**src/rtl/dfdPkg.sv**
```systemverilog
package dfdPkg;

  // **************************************************
  // Widths
  // **************************************************
  localparam int NumHwGroups    = 16;
  localparam int SinkDepth      = 16;
  localparam int HwWordWidth    = 16;
  localparam int MuxSelWidth    = $clog2(NumHwGroups);
  localparam int TstampWidth    = 16;
  localparam int PacketWidth    = TstampWidth + HwWordWidth;
  localparam int ApbAddrWidth   = 12;
  localparam int ApbDataWidth   = 32;
  localparam int SinkPtrWidth   = $clog2(SinkDepth);
  localparam int SinkLevelWidth = SinkPtrWidth + 1;

  typedef logic [HwWordWidth-1:0]    hwWord_t;
  typedef logic [MuxSelWidth-1:0]    muxSel_t;
  typedef logic [TstampWidth-1:0]    tstamp_t;
  // Timestamp in the upper half, debug word in the lower half
  typedef logic [PacketWidth-1:0]    packet_t;
  typedef logic [ApbAddrWidth-1:0]   apbAddr_t;
  typedef logic [ApbDataWidth-1:0]   apbData_t;
  typedef logic [SinkLevelWidth-1:0] sinkLevel_t;

  typedef enum logic {
    TraceOff,
    TraceOn
  } TraceState_e;

  // **************************************************
  // Register map
  // **************************************************
  localparam apbAddr_t RegCtrl   = 12'h000;
  localparam apbAddr_t RegStatus = 12'h004;
  localparam apbAddr_t RegData   = 12'h008;
  localparam apbAddr_t RegTime   = 12'h00C;

  localparam int CtrlEnableBit     = 0;
  localparam int CtrlChangeOnlyBit = 1;
  localparam int CtrlMuxSelLsb     = 4;
  localparam int StatusOvfBit      = 16;

endpackage

```
**src/rtl/dfdCfgIf.sv**
```systemverilog
interface dfdCfgIf
  import dfdPkg::*;
();

  logic    traceEnable;
  logic    changeOnly;
  muxSel_t muxSel;
  tstamp_t timestamp;

  // Register block owns the trace configuration
  modport regs (
    output traceEnable,
    output changeOnly,
    output muxSel,
    input  timestamp
  );

  modport enc (
    input  traceEnable,
    input  changeOnly,
    output timestamp
  );

  modport mux (
    input muxSel
  );

endinterface

```
**src/rtl/dfdSinkIf.sv**
```systemverilog
interface dfdSinkIf
  import dfdPkg::*;
();

  logic       pop;
  packet_t    rdData;
  sinkLevel_t level;
  logic       overflow;
  logic       ovfClr;

  // Pop and ovfClr are single-cycle strobes
  modport regs (
    output pop,
    output ovfClr,
    input  rdData,
    input  level,
    input  overflow
  );

  modport sink (
    input  pop,
    input  ovfClr,
    output rdData,
    output level,
    output overflow
  );

endinterface

```
**src/rtl/dfdApbRegs.sv**
```systemverilog
module dfdApbRegs
  import dfdPkg::*;
(
  input  logic     i_clk,
  input  logic     i_arstN,
  input  apbAddr_t i_paddr,
  input  logic     i_psel,
  input  logic     i_penable,
  input  logic     i_pwrite,
  input  apbData_t i_pwdata,
  output logic     o_pready,
  output apbData_t o_prdata,
  output logic     o_pslverr,
  dfdCfgIf.regs    cfg,
  dfdSinkIf.regs   sink
);

  logic     access;
  logic     wrEn;
  logic     rdEn;
  logic     addrHit;
  logic     bufEmpty;
  logic     traceEnable;
  logic     changeOnly;
  muxSel_t  muxSel;
  apbData_t ctrlValue;
  apbData_t statusValue;

  // No wait states
  assign o_pready = 1'b1;

  assign access   = i_psel & i_penable;
  assign wrEn     = access & i_pwrite;
  assign rdEn     = access & ~i_pwrite;
  assign bufEmpty = (sink.level == '0);

  // **************************************************
  // Control register
  // **************************************************
  always_ff @(posedge i_clk or negedge i_arstN) begin
    if (!i_arstN) begin
      traceEnable <= 1'b0;
      changeOnly  <= 1'b0;
      muxSel      <= '0;
    end else if (wrEn && (i_paddr == RegCtrl)) begin
      traceEnable <= i_pwdata[CtrlEnableBit];
      changeOnly  <= i_pwdata[CtrlChangeOnlyBit];
      muxSel      <= i_pwdata[CtrlMuxSelLsb +: MuxSelWidth];
    end
  end

  assign cfg.traceEnable = traceEnable;
  assign cfg.changeOnly  = changeOnly;
  assign cfg.muxSel      = muxSel;

  always_comb begin
    ctrlValue                                    = '0;
    ctrlValue[CtrlEnableBit]                     = traceEnable;
    ctrlValue[CtrlChangeOnlyBit]                 = changeOnly;
    ctrlValue[CtrlMuxSelLsb +: MuxSelWidth]      = muxSel;
    statusValue                                  = '0;
    statusValue[SinkLevelWidth-1:0]              = sink.level;
    statusValue[StatusOvfBit]                    = sink.overflow;
  end

  // **************************************************
  // Read mux and error response
  // **************************************************
  always_comb begin
    addrHit  = 1'b1;
    o_prdata = '0;
    case (i_paddr)
      RegCtrl:   o_prdata = ctrlValue;
      RegStatus: o_prdata = statusValue;
      RegData:   o_prdata = bufEmpty ? '0 : sink.rdData;
      RegTime:   o_prdata = apbData_t'(cfg.timestamp);
      default:   addrHit  = 1'b0;
    endcase
  end

  // Empty data read is an error as well
  assign o_pslverr = i_psel &
                     (~addrHit | (~i_pwrite & (i_paddr == RegData) & bufEmpty));

  // Strobes land on the access-cycle edge
  assign sink.pop    = rdEn & (i_paddr == RegData) & ~bufEmpty;
  assign sink.ovfClr = wrEn & (i_paddr == RegStatus) & i_pwdata[StatusOvfBit];

endmodule

```
**src/rtl/dfdDebugMux.sv**
```systemverilog
module dfdDebugMux
  import dfdPkg::*;
(
  input  logic                      i_clk,
  input  logic                      i_arstN,
  input  hwWord_t [NumHwGroups-1:0] i_hw,
  dfdCfgIf.mux                      cfg,
  output hwWord_t                   o_dbgWord
);

  hwWord_t selWord;

  // **************************************************
  // Group select
  // **************************************************
  always_comb begin
    selWord = '0;
    for (int i = 0; i < NumHwGroups; i++) begin
      if (cfg.muxSel == muxSel_t'(i)) begin
        selWord = i_hw[i];
      end
    end
  end

  // One stage aligns the debug bus with the encoder
  always_ff @(posedge i_clk or negedge i_arstN) begin
    if (!i_arstN) begin
      o_dbgWord <= '0;
    end else begin
      o_dbgWord <= selWord;
    end
  end

endmodule

```
**src/rtl/dfdTop.sv**
```systemverilog
module dfdTop
  import dfdPkg::*;
(
  input  logic                      i_clk,
  input  logic                      i_arstN,
  input  hwWord_t [NumHwGroups-1:0] i_hw,
  input  logic                      i_timeTick,
  input  logic                      i_traceStart,
  input  logic                      i_traceStop,
  input  logic                      i_tracePulse,
  input  apbAddr_t                  i_paddr,
  input  logic                      i_psel,
  input  logic                      i_penable,
  input  logic                      i_pwrite,
  input  apbData_t                  i_pwdata,
  output logic                      o_pready,
  output apbData_t                  o_prdata,
  output logic                      o_pslverr,
  output logic                      o_traceActive
);

  hwWord_t dbgWord;
  logic    push;
  packet_t packet;

  dfdCfgIf  cfgIf ();
  dfdSinkIf sinkIf ();

  dfdApbRegs uApbRegs (
    .i_clk     (i_clk),
    .i_arstN   (i_arstN),
    .i_paddr   (i_paddr),
    .i_psel    (i_psel),
    .i_penable (i_penable),
    .i_pwrite  (i_pwrite),
    .i_pwdata  (i_pwdata),
    .o_pready  (o_pready),
    .o_prdata  (o_prdata),
    .o_pslverr (o_pslverr),
    .cfg       (cfgIf.regs),
    .sink      (sinkIf.regs)
  );

  dfdDebugMux uDebugMux (
    .i_clk     (i_clk),
    .i_arstN   (i_arstN),
    .i_hw      (i_hw),
    .cfg       (cfgIf.mux),
    .o_dbgWord (dbgWord)
  );

  // Encoder to sink is a bare push strobe
  dfdTraceEncoder uTraceEncoder (
    .i_clk         (i_clk),
    .i_arstN       (i_arstN),
    .i_dbgWord     (dbgWord),
    .i_timeTick    (i_timeTick),
    .i_traceStart  (i_traceStart),
    .i_traceStop   (i_traceStop),
    .i_tracePulse  (i_tracePulse),
    .cfg           (cfgIf.enc),
    .o_push        (push),
    .o_packet      (packet),
    .o_traceActive (o_traceActive)
  );

  dfdTraceSink uTraceSink (
    .i_clk    (i_clk),
    .i_arstN  (i_arstN),
    .i_push   (push),
    .i_packet (packet),
    .sink     (sinkIf.sink)
  );

endmodule

```
**src/rtl/dfdTraceEncoder.sv**
```systemverilog
module dfdTraceEncoder
  import dfdPkg::*;
(
  input  logic    i_clk,
  input  logic    i_arstN,
  input  hwWord_t i_dbgWord,
  input  logic    i_timeTick,
  input  logic    i_traceStart,
  input  logic    i_traceStop,
  input  logic    i_tracePulse,
  dfdCfgIf.enc    cfg,
  output logic    o_push,
  output packet_t o_packet,
  output logic    o_traceActive
);

  TraceState_e state;
  TraceState_e nextState;
  tstamp_t     tstamp;
  hwWord_t     lastWord;
  logic        lastValid;
  logic        entering;
  logic        traceCap;
  logic        pulseCap;
  logic        capture;

  // **************************************************
  // Timestamp
  // **************************************************
  always_ff @(posedge i_clk or negedge i_arstN) begin
    if (!i_arstN) begin
      tstamp <= '0;
    end else if (i_timeTick) begin
      tstamp <= tstamp + 1'b1;
    end
  end

  assign cfg.timestamp = tstamp;

  // **************************************************
  // Trace on/off FSM
  // **************************************************
  always_comb begin
    nextState = state;
    case (state)
      TraceOff: begin
        // Stop wins over a simultaneous start
        if (cfg.traceEnable && i_traceStart && !i_traceStop) begin
          nextState = TraceOn;
        end
      end
      TraceOn: begin
        if (i_traceStop || !cfg.traceEnable) begin
          nextState = TraceOff;
        end
      end
      default: nextState = TraceOff;
    endcase
  end

  assign entering = (state == TraceOff) & (nextState == TraceOn);

  // First sample of a run always passes the change filter
  assign traceCap = (state == TraceOn) &
                    (~cfg.changeOnly | ~lastValid | (i_dbgWord != lastWord));
  assign pulseCap = i_tracePulse & cfg.traceEnable;
  assign capture  = traceCap | pulseCap;

  always_ff @(posedge i_clk or negedge i_arstN) begin
    if (!i_arstN) begin
      state     <= TraceOff;
      o_push    <= 1'b0;
      lastValid <= 1'b0;
    end else begin
      state  <= nextState;
      o_push <= capture;
      if (entering) begin
        lastValid <= 1'b0;
      end else if (capture) begin
        lastValid <= 1'b1;
      end
    end
  end

  always_ff @(posedge i_clk) begin
    if (capture) begin
      o_packet <= {tstamp, i_dbgWord};
      lastWord <= i_dbgWord;
    end
  end

  assign o_traceActive = (state == TraceOn);

endmodule

```
**src/rtl/dfdTraceSink.sv**
```systemverilog
module dfdTraceSink
  import dfdPkg::*;
(
  input  logic    i_clk,
  input  logic    i_arstN,
  input  logic    i_push,
  input  packet_t i_packet,
  dfdSinkIf.sink  sink
);

  packet_t                 mem [SinkDepth];
  logic [SinkPtrWidth-1:0] wrPtr;
  logic [SinkPtrWidth-1:0] rdPtr;
  sinkLevel_t              level;
  logic                    overflow;
  logic                    full;
  logic                    pushOk;

  assign full   = (level == sinkLevel_t'(SinkDepth));
  assign pushOk = i_push & ~full;

  // **************************************************
  // Packet storage
  // **************************************************
  always_ff @(posedge i_clk) begin
    if (pushOk) begin
      mem[wrPtr] <= i_packet;
    end
  end

  // Pointers wrap at the buffer depth
  always_ff @(posedge i_clk or negedge i_arstN) begin
    if (!i_arstN) begin
      wrPtr    <= '0;
      rdPtr    <= '0;
      level    <= '0;
      overflow <= 1'b0;
    end else begin
      if (pushOk) begin
        wrPtr <= wrPtr + 1'b1;
      end
      if (sink.pop) begin
        rdPtr <= rdPtr + 1'b1;
      end
      case ({pushOk, sink.pop})
        2'b10:   level <= level + 1'b1;
        2'b01:   level <= level - 1'b1;
        default: level <= level;
      endcase
      // A new drop beats a clear in the same cycle
      if (i_push && full) begin
        overflow <= 1'b1;
      end else if (sink.ovfClr) begin
        overflow <= 1'b0;
      end
    end
  end

  assign sink.rdData   = mem[rdPtr];
  assign sink.level    = level;
  assign sink.overflow = overflow;

endmodule

```
**config.mk**
```make
export PLATFORM = sky130hd
export DESIGN_NAME = dfdTop
export DESIGN_NICKNAME = d
export VERILOG_FILES = /design/src/rtl/dfdPkg.sv /design/src/rtl/dfdCfgIf.sv /design/src/rtl/dfdSinkIf.sv /design/src/rtl/dfdApbRegs.sv /design/src/rtl/dfdDebugMux.sv /design/src/rtl/dfdTop.sv /design/src/rtl/dfdTraceEncoder.sv /design/src/rtl/dfdTraceSink.sv
export SDC_FILE = /design/constraint.sdc
export NUM_CORES = 1
export LEC_CHECK = 0
export BUFFER_PORTS_ARGS = -buffer_cell sky130_fd_sc_hd__buf_2
export CAP_MARGIN = 30
export CORE_MARGIN = 2
export CORE_UTILIZATION = 40
export DETAILED_ROUTE_END_ITERATION = 8
export PLACE_DENSITY = 0.67
export SETUP_SLACK_MARGIN = 0.1
export SKIP_CTS_REPAIR_TIMING = 1
export SLEW_MARGIN = 40
export SYNTH_ARGS = -nofsm -noshare
export SYNTH_HDL_FRONTEND = slang
export SYNTH_SLANG_ARGS = --single-unit
export TNS_END_PERCENT = 100
```
**constraint.sdc**
```tcl
create_clock -name i_clk -period 5.2 [get_ports i_clk]
set_input_delay 1.04 -clock i_clk [delete_from_list [all_inputs] [get_ports i_clk]]
set_output_delay 1.04 -clock i_clk [all_outputs]
set_load 0.02 [all_outputs]
```
==> impl_metrics.tcl <==
set metrics [dict create \
    core_area_um2 63200 \
    avgViaCountPerCell 5.58 \
    switching_share_pct 19.5 \
    pin_count 344 \
    postRouteAntennaNets 0 \
    fp-row-count 92 \
    synth_area_per_cell_um2 18.3 \
    portBuffers 317 \
    drive_gt1_share_pct 37.9 \
    grt_use_total_pct 21.1 \
    utilization_pct 48.3 \
    relSlewSlack_pct 41.4 \
    period_needed_ns 4.35 \
    p_leak_nw 10.6 \
    drtIter0Drc 1250 \
    fmax_mhz 230 \
    synth_nets 1720 \
    crit_buf_inv 2 \
    first_global_vias 15600 \
    clkSlewWorstSetupHoldPaths_ns 0.06 \
    synth_cell_types 70 \
    status "finished clean" \
    gp_congestion 0.929 \
    synth_area_um2 25600 \
    cts_tree "built" \
    p_int_mw 7.80 \
    min_path_type "in -> async" \
    critPathSlowestCell "dfrtp_4" \
    fillers 5247 \
    die_area_um2 66000 \
    finalWirelength_mm 70.2 \
    ys_ff_latch 599 \
    finalHoldViolCount 0 \
    max-vdd-ir-drop_v 0.000231 \
    vias 14800 \
    crit_path_max_fanout 26 \
    r2r-end "uTraceSink.sink.level[4]$_DFFE_PN0P_" \
    grt.busiest_layer "met2" \
    clock_power_share_pct 42.6 \
    multi_input_area_um2 7490 \
    slew_viol_final 0 \
    crit_start "uTraceSink.rdPtr[0]$_DFFE_PN0P_" \
    nNetsFinal 2067 \
    use_met2_pct 37.5 \
    crit_chain "buf_4, mux4_2, mux4_2, and2_1, buf_2" \
    grt_util_met3_pct 4.20 \
    grt-ovfl-total 0 \
    clk_latency_ns 0.61 \
    postSynthCellCount 1400 \
    path_class "reg -> out" \
    rr_worst_depth 10 \
    post-route-period-util_pct 83.7 \
    drc 0 \
    area_growth_pct 19.3 \
    switchingPower_mw 1.89 \
    worstMarginPinSlew_ns 0.878 \
    critPathLaunchType "flop" \
    async_reset_ff_share_pct 9.18 \
    powerDensity_nw_per_um2 317 \
    end_kind "output pin" \
    cts_root_buf "clkbuf_16" \
    maxCapViolCount 0 \
    antenna_found_initial 12 \
    grt_use_met1_pct 25.4 \
    grt_pass1_wl_mm 102 \
    setup_viol 0 \
    crit_family "multiplexers" \
    ys_warn_count 0 \
    start_util_pct 40.5 \
    required_ns 4.16 \
    drtPass1Iterations 5 \
    cpPeakStageDelay_ns 0.79 \
    clock_path_buffers 3 \
    grt_max_degree 62 \
    cts_sinks 599 \
    comb_power_share_pct 2.8 \
    seq_area_um2 17700 \
    hpwlAfterDp_mm 48.5 \
    cts_htree_levels 2 \
    wire_per_inst_um 26.5 \
    finClkSkew_ns 0.0265 \
    reg2reg_from "uTraceSink.sink.level[1]$_DFFE_PN0P_" \
    cts_made_buffers 57 \
    r2r_setup_slack_ns 2.11 \
    fp.dieH_um 257 \
    ys_seq_area_share_pct 69.2 \
    crit_top_cell "mux4_2" \
    grt_setup_unrepaired "false" \
    fp.dieW_um 257 \
    seqPwrFrac_pct 54.5 \
    synth_edf_count 544 \
    synthFlopType "edfxtp_1" \
    arrival_ns 3.31 \
    tns_ns 0 \
]
## cell type report
| cell class | instances | share of cell area [%] |
|---|---|---|
| Antenna cell | 9 | 0.0738 |
| Clock buffer | 89 | 5.54 |
| Clock inverter | 18 | 0.636 |
| Inverter | 14 | 0.172 |
| Multi-Input combinational cell | 699 | 24.6 |
| Sequential cell | 599 | 58.1 |
| Tap cell | 846 | 3.47 |
| Timing Repair Buffer | 376 | 7.46 |
## Yosys cell counts (3+ instances only)
cell type / instances / share of area [%]
o21ai_0: 29 / 0.57
and3_1: 4 / 0.098
nor2_1: 57 / 0.84
buf_6: 6 / 0.26
and2_1: 17 / 0.42
o21bai_1: 4 / 0.12
mux2i_1: 31 / 1.2
a22oi_1: 42 / 1.2
nor3_1: 15 / 0.29
a211oi_1: 4 / 0.12
nand2b_1: 12 / 0.29
dfrtp_1: 55 / 5.4
nand4_1: 12 / 0.29
ha_1: 10 / 0.49
a21oi_1: 29 / 0.57
o21ai_1: 9 / 0.18
mux2_2: 27 / 1.2
edfxtp_1: 544 / 64
inv_1: 14 / 0.21
a32o_1: 3 / 0.12
buf_2: 36 / 0.70
nor3b_1: 3 / 0.088
a221oi_1: 5 / 0.17
buf_4: 4 / 0.12
nor2b_1: 13 / 0.32
clkbuf_1: 27 / 0.40
nand4b_1: 3 / 0.10
a22o_1: 9 / 0.31
o221ai_1: 5 / 0.17
nand3_1: 13 / 0.25
a31oi_1: 7 / 0.17
nor4_1: 4 / 0.098
buf_1: 13 / 0.19
mux4_2: 170 / 15
xor2_1: 13 / 0.45
o22ai_1: 13 / 0.32
nand2_1: 66 / 0.97
o211ai_1: 9 / 0.26
xnor2_1: 28 / 0.96
## state kept, by name, summed over array words and instances (netlist names), 4 cells and up
signal,flops
uTraceEncoder.o_packet,17
uTraceSink.mem,512
uTraceSink.sink.level,5
uDebugMux.o_dbgWord,16
uApbRegs.cfg.muxSel,4
uTraceEncoder.lastWord,15
uTraceSink.rdPtr,4
uTraceEncoder.cfg.timestamp,16
uTraceSink.wrPtr,4
## power groups by stage
stage	registers, mW	logic, mW	clock network (mW)
floorplan	5.35	0.116	0
global placement	5.38	0.273	0
detailed placement	5.38	0.274	0
CTS	5.28	0.276	4.22
global route	5.28	0.300	4.40
finish	5.28	0.274	4.13
## stage by stage
step | power [mW] | hold WS (ns) | cell area, um^2 | std cells | worst slack [ns]
detailed placement | 5.66 | 0.455 | 28600 | 2533 | 0.944
global placement | 5.65 | 0.450 | 28300 | 2518 | 0.992
finish | 9.69 | 0.307 | 30500 | 2650 | 0.848
global route | 9.98 | 0.298 | 30500 | 2650 | 0.686
floorplan | 5.47 | 0.444 | 25600 | 1400 | 1.41
CTS | 9.78 | 0.296 | 30500 | 2640 | 0.753
## cell usage in the layout, fill, tap and decap left out, types with 6 or more instances in the layout
master | netlist | final
a21oi_1 | 29 | 29
a22o_1 | 9 | 8
a22oi_1 | 42 | 42
a31oi_1 | 7 | 7
and2_1 | 17 | 17
buf_16 | 0 | 7
buf_2 | 36 | 317
buf_4 | 4 | 40
buf_8 | 1 | 9
clkbuf_1 | 27 | 20
clkbuf_16 | 0 | 59
clkbuf_8 | 0 | 10
clkinv_2 | 0 | 6
dfrtp_1 | 55 | 50
diode_2 | 0 | 9
edfxtp_1 | 544 | 544
ha_1 | 10 | 10
inv_1 | 14 | 14
mux2_2 | 27 | 27
mux2i_1 | 31 | 31
mux4_2 | 170 | 170
nand2_1 | 66 | 66
nand2b_1 | 12 | 12
nand3_1 | 13 | 13
nand4_1 | 12 | 12
nor2_1 | 57 | 45
nor2_4 | 0 | 12
nor2b_1 | 13 | 13
nor3_1 | 15 | 10
o211ai_1 | 9 | 9
o21ai_0 | 29 | 29
o21ai_1 | 9 | 9
o22ai_1 | 13 | 13
xnor2_1 | 28 | 28
xor2_1 | 13 | 13
## routing by layer
layer	wire length, um	vias up
li1	-	6433
met1	26000	7570
met2	36900	663
met3	4830	124
met4	2520	4
met5	22	-
## cell families after synthesis
family                   count (synthesis)  share of synthesized area (%)
AO/OA/AOI/OAI                          188                           4.98
XOR/XNOR                                41                           1.40
adder cells (fa/ha/maj)                 11                          0.567
other                                    1                         0.0147
flip-flops                             599                           69.2
multiplexers                           228                           17.4
AND/OR/NAND/NOR                        230                           4.48
buffers and inverters                  102                           1.96
## worst max-delay path by stage
stage | endpoint | depth (start not counted)
finish | o_prdata[29] | 5
global placement | uTraceSink.sink.level[4]$_DFFE_PN0P_ | 12
floorplan | uTraceSink.mem[3][0]$_DFFE_PP_ | 4
global route | o_prdata[29] | 5
detailed placement | uTraceSink.sink.level[4]$_DFFE_PN0P_ | 12
CTS | o_prdata[29] | 5
Power figures use the tool's default switching activity.
